[config.mk]
export PLATFORM = sky130hd
export DESIGN_NAME = ocyrus_quad_top
export DESIGN_NICKNAME = d
export VERILOG_FILES = /design/src/verilog/serdes_cfg_pkg.sv /design/src/verilog/serdes_types_pkg.sv /design/src/verilog/word_strobe_gen.sv /design/src/verilog/lane_serializer.sv /design/src/verilog/word_deserializer.sv /design/src/verilog/ocyrus_quad_top.sv
export SDC_FILE = /design/constraint.sdc
export NUM_CORES = 1
export LEC_CHECK = 0
export ABC_AREA = 1
export BUFFER_PORTS_ARGS = -buffer_cell sky130_fd_sc_hd__buf_2
export CAP_MARGIN = 30
export CORE_ASPECT_RATIO = 1.75
export CORE_UTILIZATION = 39
export CTS_BUF_LIST = sky130_fd_sc_hd__clkbuf_4 sky130_fd_sc_hd__clkbuf_8
export CTS_CLUSTER_SIZE = 12
export DETAILED_ROUTE_END_ITERATION = 8
export GPL_TIMING_DRIVEN = 0
export REMOVE_ABC_BUFFERS = 1
export SLEW_MARGIN = 25
export SYNTH_ARGS = -nofsm -noshare
export SYNTH_HDL_FRONTEND = slang
export SYNTH_SLANG_ARGS = --single-unit
[constraint.sdc]
create_clock -name clock -period 1.75 [get_ports clock]
set_clock_uncertainty 0.2 [all_clocks]
set_input_delay 0.0875 -clock clock [delete_from_list [all_inputs] [get_ports clock]]
set_output_delay 0.0875 -clock clock [all_outputs]
set_load 0.01 [all_outputs]
[src/verilog/serdes_cfg_pkg.sv]
package serdes_cfg_pkg;

	// ----------------------------------------------------------
	// serializer side
	// ----------------------------------------------------------
	localparam int unsigned BIT_DEPTH = 8; // bit clocks per serialized word
	localparam int unsigned LANE_COUNT = 4; // serializer lanes fed by one strobe

	// ----------------------------------------------------------
	// deserializer side
	// ----------------------------------------------------------
	localparam int unsigned DESER_DEPTH = 4; // bits collected per output word

	// ----------------------------------------------------------
	// strobe generator
	// ----------------------------------------------------------
	// stands in for the pll and bufpll lock time, counted in bit clocks
	localparam int unsigned LOCK_CYCLES_DEFAULT = 16; // settle time before locked rises

endpackage

[src/verilog/serdes_types_pkg.sv]
package serdes_types_pkg;

	import serdes_cfg_pkg::*;

	// ----------------------------------------------------------
	// data words
	// ----------------------------------------------------------
	typedef logic [BIT_DEPTH-1:0] ser_word_t; // one lane's parallel word
	typedef logic [DESER_DEPTH-1:0] deser_word_t; // one collected word

	// ----------------------------------------------------------
	// framing counters
	// ----------------------------------------------------------
	typedef logic [$clog2(BIT_DEPTH)-1:0] bit_count_t; // position in serializer word
	typedef logic [$clog2(DESER_DEPTH)-1:0] deser_count_t; // position in deser word

	// ----------------------------------------------------------
	// lane bundles
	// ----------------------------------------------------------
	typedef struct packed {
		ser_word_t lane0; // most significant slice of the bundle
		ser_word_t lane1;
		ser_word_t lane2;
		ser_word_t lane3; // least significant slice
	} quad_word_t;

	typedef struct packed {
		logic d0; // serial out of lane0
		logic d1;
		logic d2;
		logic d3; // serial out of lane3
	} quad_serial_t;

	typedef enum logic {
		SETTLING, // counting settle cycles, outputs quiet
		RUNNING // locked, bit counter free-runs
	} strobe_state_t;

endpackage

[src/verilog/word_strobe_gen.sv]
`timescale 1ns/1ps

module word_strobe_gen
	import serdes_cfg_pkg::*;
	import serdes_types_pkg::*;
#(
	parameter int unsigned LOCK_CYCLES = LOCK_CYCLES_DEFAULT // bit clocks until locked
) (
	input logic clock,
	input logic rst_n,
	output logic word_strobe,
	output logic locked
);

	localparam int unsigned SETTLE_W = $clog2(LOCK_CYCLES + 1); // holds 0..LOCK_CYCLES
	localparam bit_count_t LAST_BIT = bit_count_t'(BIT_DEPTH - 1); // strobe position

	strobe_state_t state; // settling until the settle count runs out
	logic [SETTLE_W-1:0] settle_cnt; // edges seen since reset release
	bit_count_t bit_cnt; // divides the bit clock down to the word rate

	// ----------------------------------------------------------
	// lock settle fsm and bit counter
	// ----------------------------------------------------------
	always_ff @(posedge clock) begin
		if (!rst_n) begin
			state <= SETTLING;
			settle_cnt <= '0;
			bit_cnt <= '0; // first locked cycle sits at position 0
		end else begin
			case (state)
				SETTLING: begin
					settle_cnt <= settle_cnt + 1'b1;
					// LOCK_CYCLES-th edge after release
					if (settle_cnt == SETTLE_W'(LOCK_CYCLES - 1)) begin
						state <= RUNNING;
					end
				end
				RUNNING: begin
					if (bit_cnt == LAST_BIT) begin
						bit_cnt <= '0; // wrap at word boundary
					end else begin
						bit_cnt <= bit_cnt + 1'b1;
					end
				end
			endcase
		end
	end

	// ----------------------------------------------------------
	// outputs decoded from registers
	// ----------------------------------------------------------
	assign locked = (state == RUNNING); // stays high until the next reset
	// one pulse per word with the first BIT_DEPTH-1 cycles after lock
	assign word_strobe = locked && (bit_cnt == LAST_BIT);

endmodule

[src/verilog/lane_serializer.sv]
`timescale 1ns/1ps

module lane_serializer
	import serdes_cfg_pkg::*;
	import serdes_types_pkg::*;
(
	input logic clock,
	input logic rst_n,
	input logic word_strobe, // load pulse shared by all lanes
	input ser_word_t word, // must be stable on the strobe edge
	output logic d // serial out with msb first
);

	ser_word_t shift_reg; // loaded word on its way out

	// ----------------------------------------------------------
	// load and shift
	// ----------------------------------------------------------
	// a load on the strobe edge shows word[msb] on d the next cycle,
	// then one lower bit per cycle; zeros fill in from the bottom
	always_ff @(posedge clock) begin
		if (!rst_n) begin
			shift_reg <= '0; // keeps d low through reset and settling
		end else if (word_strobe) begin
			shift_reg <= word; // next word starts right as the last bit leaves
		end else begin
			shift_reg <= {shift_reg[BIT_DEPTH-2:0], 1'b0}; // move toward msb
		end
	end

	assign d = shift_reg[BIT_DEPTH-1]; // msb is the line bit

endmodule

[src/verilog/word_deserializer.sv]
`timescale 1ns/1ps

module word_deserializer
	import serdes_cfg_pkg::*;
	import serdes_types_pkg::*;
(
	input logic clock,
	input logic rst_n,
	input logic data_in, // serial in with the first bit of a frame as msb
	output deser_word_t word_out, // last completed frame
	output logic word_valid // one cycle per completed frame
);

	localparam deser_count_t LAST_SAMPLE = deser_count_t'(DESER_DEPTH - 1);

	deser_count_t frame_cnt; // own framing independent of locked
	deser_word_t shift_reg; // partial frame with the oldest bit on top
	deser_word_t next_word; // frame as it stands after this sample

	assign next_word = {shift_reg[DESER_DEPTH-2:0], data_in};

	// ----------------------------------------------------------
	// sample shifter
	// ----------------------------------------------------------
	// the DESER_DEPTH samples of a frame flush the whole register
	always_ff @(posedge clock) begin
		shift_reg <= next_word; // sample on every edge
	end

	// ----------------------------------------------------------
	// framing and word register
	// ----------------------------------------------------------
	always_ff @(posedge clock) begin
		if (!rst_n) begin
			frame_cnt <= '0; // frame starts at the first edge after reset
			word_out <= '0;
			word_valid <= 1'b0;
		end else begin
			word_valid <= 1'b0; // pulse only
			if (frame_cnt == LAST_SAMPLE) begin
				frame_cnt <= '0;
				word_out <= next_word; // held until the next frame completes
				word_valid <= 1'b1;
			end else begin
				frame_cnt <= frame_cnt + 1'b1;
			end
		end
	end

endmodule

[src/verilog/ocyrus_quad_top.sv]
`timescale 1ns/1ps

module ocyrus_quad_top
	import serdes_cfg_pkg::*;
	import serdes_types_pkg::*;
#(
	parameter int unsigned LOCK_CYCLES = LOCK_CYCLES_DEFAULT // settle time in bit clocks
) (
	input logic clock, // bit clock, the only clock
	input logic rst_n,
	input quad_word_t word_in, // one word per lane, taken on word_strobe
	input logic data_in, // deserializer serial in
	output quad_serial_t d_out, // one serial bit per lane
	output logic word_strobe,
	output logic locked,
	output deser_word_t word_out,
	output logic word_valid
);

	logic [LANE_COUNT-1:0] lane_d; // serial outs, indexed by lane

	// ----------------------------------------------------------
	// word strobe and lock
	// ----------------------------------------------------------
	word_strobe_gen #(
		.LOCK_CYCLES(LOCK_CYCLES)
	) word_strobe_gen_inst (
		.clock(clock),
		.rst_n(rst_n),
		.word_strobe(word_strobe), // fans out to every lane
		.locked(locked)
	);

	// ----------------------------------------------------------
	// serializer lanes, peers on one strobe
	// ----------------------------------------------------------
	lane_serializer lane0 (
		.clock(clock), .rst_n(rst_n), .word_strobe(word_strobe),
		.word(word_in.lane0), .d(lane_d[0])
	);
	lane_serializer lane1 (
		.clock(clock), .rst_n(rst_n), .word_strobe(word_strobe),
		.word(word_in.lane1), .d(lane_d[1])
	);
	lane_serializer lane2 (
		.clock(clock), .rst_n(rst_n), .word_strobe(word_strobe),
		.word(word_in.lane2), .d(lane_d[2])
	);
	lane_serializer lane3 (
		.clock(clock), .rst_n(rst_n), .word_strobe(word_strobe),
		.word(word_in.lane3), .d(lane_d[3])
	);

	// lane n lands on field dn of the output bundle
	assign d_out = '{d0: lane_d[0], d1: lane_d[1], d2: lane_d[2], d3: lane_d[3]};

	// ----------------------------------------------------------
	// single-lane deserializer
	// ----------------------------------------------------------
	word_deserializer word_deserializer_inst (
		.clock(clock),
		.rst_n(rst_n),
		.data_in(data_in),
		.word_out(word_out),
		.word_valid(word_valid) // framed from reset, not from locked
	);

endmodule

# Word level (Yosys, flattened, before mapping)
# Index checks and enable logic that the tools add are counted.
dict set report totals {
  ff_bits 51
  out_inout_bits 11
  wordCells 33
}
dict set report classes {
  add_sub_neg 3
  n_eq_ne 3
  muxes 8
  n_bitwise 1
  reduce_logical 3
}
# cell count
set op_table {}
lappend op_table {{8-bit 2-to-1 mux} 4}
lappend op_table {{5-bit by 1-bit adder with 5-bit output (second input constant)} 1}
lappend op_table {{5-bit by 4-bit == test with 1-bit output (second input constant)} 1}
lappend op_table {{3-bit by 1-bit adder with 3-bit output (second input constant)} 1}
lappend op_table {{3-bit == test (second input constant)} 1}
lappend op_table {{1-bit 2-to-1 mux} 3}
lappend op_table {{3-bit 2-to-1 mux} 1}
lappend op_table {{2-bit by 1-bit adder with 2-bit output (second input constant)} 1}
lappend op_table {{2-bit == test (second input constant)} 1}
lappend op_table {{2-bit AND reduction} 1}
lappend op_table {{2-bit OR reduction} 1}
lappend op_table {{1-bit logical AND} 1}
lappend op_table {{1-bit inverter} 1}

# Depth between registers and ports, before layout
dict set report logic_depth {
  depth_word 3
  depth_mapped 7
}

# By module
# From an unflattened synthesis, not the netlist that was laid out.
dict set report unflattened {
  cells_unflattened 271
  area_unflattened_um2 2010.7
}
# mod n_inst cells_per_inst area_per_inst_um2 seq_area_each_um2
set by_module_without_submodules {}
lappend by_module_without_submodules {lane_serializer 4 46 312.8 160.2}
lappend by_module_without_submodules {word_strobe_gen 1 49 414.1 180.2}
lappend by_module_without_submodules {word_deserializer 1 38 345.3 200.2}

# Least setup slack after synthesis
# OpenSTA, ideal clock, no wires.
dict set report synth_timing {
  kind {reg-to-reg}
  startpoint {reg word_strobe_gen_inst.bit_cnt[0]}
  endpoint {reg lane0.shift_reg[1]}
  setup_time_ps 113
  arrival_ps 1096
  required_ps 1437
  path_slack_ps 341
  path_stages_with_launch 8
  n_path_buf 2
  synth_period_minus_slack_ps 1409
  path_cell_list {dfxtp_1 -> ha_1 -> ha_1 -> nand2_4 -> buf_6 -> buf_6 -> o21ai_1 -> nor2_1}
}
dict set report synth_between {
  elab_chain_cells 3
}
# item line_no
set synth_rtl {}
lappend synth_rtl {{from (decl)} word_strobe_gen.sv:20} ;# bit_count_t bit_cnt;
lappend synth_rtl {{from (signal assigned)} word_strobe_gen.sv:43} ;# bit_cnt <= bit_cnt + 1'b1;
lappend synth_rtl {{3-bit == test} word_strobe_gen.sv:55} ;# assign word_strobe = locked && (bit_cnt == LAST_BIT);
lappend synth_rtl {{1-bit logical AND} word_strobe_gen.sv:55}
lappend synth_rtl {{8-bit 2-to-1 mux} lane_serializer.sv:24} ;# end else if (word_strobe) begin
lappend synth_rtl {{to (signal assigned)} lane_serializer.sv:25} ;# shift_reg <= word;
lappend synth_rtl {{to (signal assigned)} lane_serializer.sv:27} ;# shift_reg <= {shift_reg[BIT_DEPTH-2:0], 1'b0};
lappend synth_rtl {{to (decl)} lane_serializer.sv:14} ;# ser_word_t shift_reg;
# No other way between the ends.
# A chain may end at the register's enable or synchronous reset.

# Worst setup path in the final report
dict set report layout_timing {
  startpoint {reg word_strobe_gen_inst.bit_cnt[0]}
  endpoint {out word_strobe}
}
dict set report layout_between {
  elab_chain_cells 2
}
# item line_no
set layout_rtl {}
lappend layout_rtl {{3-bit == test} word_strobe_gen.sv:55}
lappend layout_rtl {{1-bit logical AND} word_strobe_gen.sv:55}
lappend layout_rtl {{to (decl)} ocyrus_quad_top.sv:14} ;# output logic word_strobe,
# No other way between the ends.

==> run summary <==
Die Height -> 92.9 um
TritonCTS clock tree -> yes
Detail Route Antenna Nets -> 0
critical path data arrival time -> 1390 ps
fraction of registers with async set/reset -> 0%
placement-stage worst setup slack -> -240 ps
Yosys warning total -> 0
end-of-flow core utilization -> 56.0%
Initial Utilization -> 41.0%
worst path buffer plus inverter count -> 2
required time of the worst setup path -> 1460 ps
Clk pin slew, worst setup/hold paths -> 80 ps
Clk Tree Root Cell -> clkbuf_8
Clk pwr share -> 36.6%
met3 GRT Util -> 3.45%
half-perimeter wire length after detailed placement -> 1970 um
number of global-route vias before repair -> 1542
antenna diode count -> 0
via count -> 1549
predominant post-synthesis flop cell -> dfxtp_1
total clock sinks -> 51
CP delay by family, top -> adder cells
Max IR drop VDD -> 0.674 mV
first-pass GRT wire length -> 6120 um
post-synthesis instance area -> 1840 um2
share of the clock period used by the worst path after layout -> 95.9%
biggest cell delay along the critical path -> 330 ps
first drt pass iteration count -> 4
Logic pwr share -> 7.7%
Placer Congestion -> 0.731
Top Usage Layer GRT -> met2
total number of H-tree levels -> 2
Register Area -> 1020 um2
kind of critical path -> flop to primary output
number of buffers inserted during clock tree synthesis -> 5
largest fanout on the critical path -> 15
result of the run -> finished clean
Final Hold Violating Endpoints -> 0
DRC violations left -> 0
number of slew-limit violations in the final report -> 0
number of rows created at floorplan -> 32
final period demand of the worst path -> 1680 ps
final design area excluding fillers -> 2510 um2
IO Pins -> 46
crit path capture type -> primary output
number of fill cells in the layout -> 428
cell type contributing the most total cell area after synthesis -> dfxtp_1
internal cell power -> 1.71 mW
Area growth, synth to finish -> 36.5%
power density over the cells -> 850 nW/um2
max-cap check violation count -> 0
unrepaired setup endpoints after global routing -> false
largest net degree at the start of global routing -> 38
total track usage -> 16.5%
share of final-layout standard cells stronger than drive strength 1 -> 22.0%
Slew @ Worst Pin -> 608 ps
final wirelength -> 3640 um
multi-input combinational cell area -> 664 um2
core box area -> 4480 um2
cell-by-cell listing of the critical path -> ha_1 > ha_4 > nand2_8 > inv_16 > buf_2
number of design-rule violations left by the first detailed-router iteration -> 10
initial antenna violation count -> 0
nature of the critical path startpoint -> flop
maximum frequency from static timing analysis -> 596 MHz
#FFs+latches synth -> 51
mean cell area of the mapped netlist -> 8.48 um2
proportion of synthesized chip area in sequential cells -> 55.5%
met2 Resource Use GR -> 31.4%
post-synthesis instance total -> 217
total power after layout -> 2.14 mW
final setup slack of the worst path -> 71.4 ps
Final Hold Slack -> 110 ps
DIE AREA -> 5010 um2
number of synthesized flops with an enable pin -> 0
number of distinct library cell variants in the gate-level netlist after synthesis -> 20
Max Buffers Root-to-Sink -> 2
type of the tightest min-delay check -> input port to flop
sequential share of power -> 55.7%
final setup vio count -> 0
main area contributors after synthesis -> dfxtp_1 (55%), nor2_1 (15%), o21ai_1 (4.9%)
leak pwr -> 1.13 nW
switching fraction of total power -> 19.7%
top-count cell post-synth -> nor2_1
I/O Buffers -> 45
number of vias per cell after detailed routing -> 4.53
WL/cell -> 10.6 um
leading post-synthesis cells by instance count -> nor2_1 (74), dfxtp_1 (51), o21ai_1 (18)
area post-placement -> 2000 um2
Sw Pwr -> 421 uW
Die X-Extent -> 53.9 um
highest-delay cell along the critical path -> dfxtp_1
insertion delay of the later-clocked pin in the worst-skew pair -> 290 ps
fraction of post-synthesis cell area in the top cell type by area -> 55.5%
total grt overflow -> 0
global-route track usage on met1 -> 15.7%
slew margin rel. -> 59.5%
number of nets in the final layout -> 331
per-stage QoR:
| step | std cells | setup TNS, ps |
|---|---|---|
| after floorplan | 202 | 0 |
| after global placement | 298 | -3290 |
| after detailed placement | 298 | -3440 |
| after CTS | 340 | 0 |
| after global routing | 342 | 0 |
| final | 342 | 0 |
area by class of cell:
| class | count | share of cell area (%) |
|---|---|---|
| clock buffer | 6 | 3.04 |
| clock inverter | 1 | 1.20 |
| inverter | 16 | 3.04 |
| multi-input combinational | 136 | 26.4 |
| sequential | 51 | 40.7 |
| tap | 51 | 2.54 |
| timing repair buffer | 80 | 22.7 |
| timing repair inverter | 1 | 0.349 |
worst min-delay path, stage by stage:
cell	delay, ps
buf_2	300
o21ai_2	120
nor2_1	40
what timing repair did:
action	in CTS	in global routing
endpoints found under the setup margin	34	1
cloned	2	0
hold buffers	33	0
setup buffers	0	2
hold endpoints to repair	34	0
resized for setup	9	0
kinds of logic after synthesis:
kind of cell	count (synthesis)	synth area share, %
DFF	51	55.5
buffers and inverters	31	10.2
AOI/OAI and AO/OA	39	11.0
and+or+nand+nor	90	19.4
xor gates and xnor gates	1	0.476
adders and majority gates	5	3.40
final timing paths:
check | start | to | slack, ps | depth (start not counted)
worst max-delay path | word_strobe_gen_inst.bit_cnt[0]$_SDFFE_PN0P_ | word_strobe | 70 | 5
worst min-delay path | rst_n | lane1.shift_reg[5]$_SDFF_PN0_ | 110 | 3
worst max register to register | word_strobe_gen_inst.bit_cnt[0]$_SDFFE_PN0P_ | lane2.shift_reg[1]$_SDFF_PN0_ | 150 | 7
worst min register to register | word_deserializer_inst.shift_reg[0]$_DFF_P_ | word_deserializer_inst.shift_reg[1]$_DFF_P_ | 150 | 0
cells in the final DEF, fill, tap and decap left out:
master / instances
nor2_1: 74
dfxtp_1: 50
buf_2: 45
dlygate4sd3_1: 33
o21ai_1: 18
o21ai_0: 16
inv_1: 14
nand2_1: 9
clkbuf_8: 5
ha_1: 4
a21oi_1: 3
nor3_1: 2
nand3_1: 2
o21ai_2: 2
buf_4: 2
and3_1: 1
nand2_8: 1
inv_16: 1
inv_2: 1
xnor2_1: 1
or2_4: 1
ha_4: 1
bufinv_16: 1
clkbuf_4: 1
inv_6: 1
nand2_4: 1
dfxtp_2: 1
power by group through the flow:
stage | clock, mW | combinational, mW | sequential, mW
final | 0.782 | 0.165 | 1.19
after global routing | 0.856 | 0.184 | 1.19
after CTS | 0.813 | 0.164 | 1.19
after detailed placement | 0 | 0.108 | 1.22
after global placement | 0 | 0.106 | 1.22
after floorplan | 0 | 0.0450 | 1.22
layer usage:
| metal | share of wire [%] | vias to the layer above |
|---|---|---|
| li1 | - | 821 |
| met1 | 40 | 689 |
| met2 | 55 | 33 |
| met3 | 2.9 | 6 |
| met4 | 2.0 | 0 |
| met5 | 0 | - |
Power figures use the tool's default switching activity.
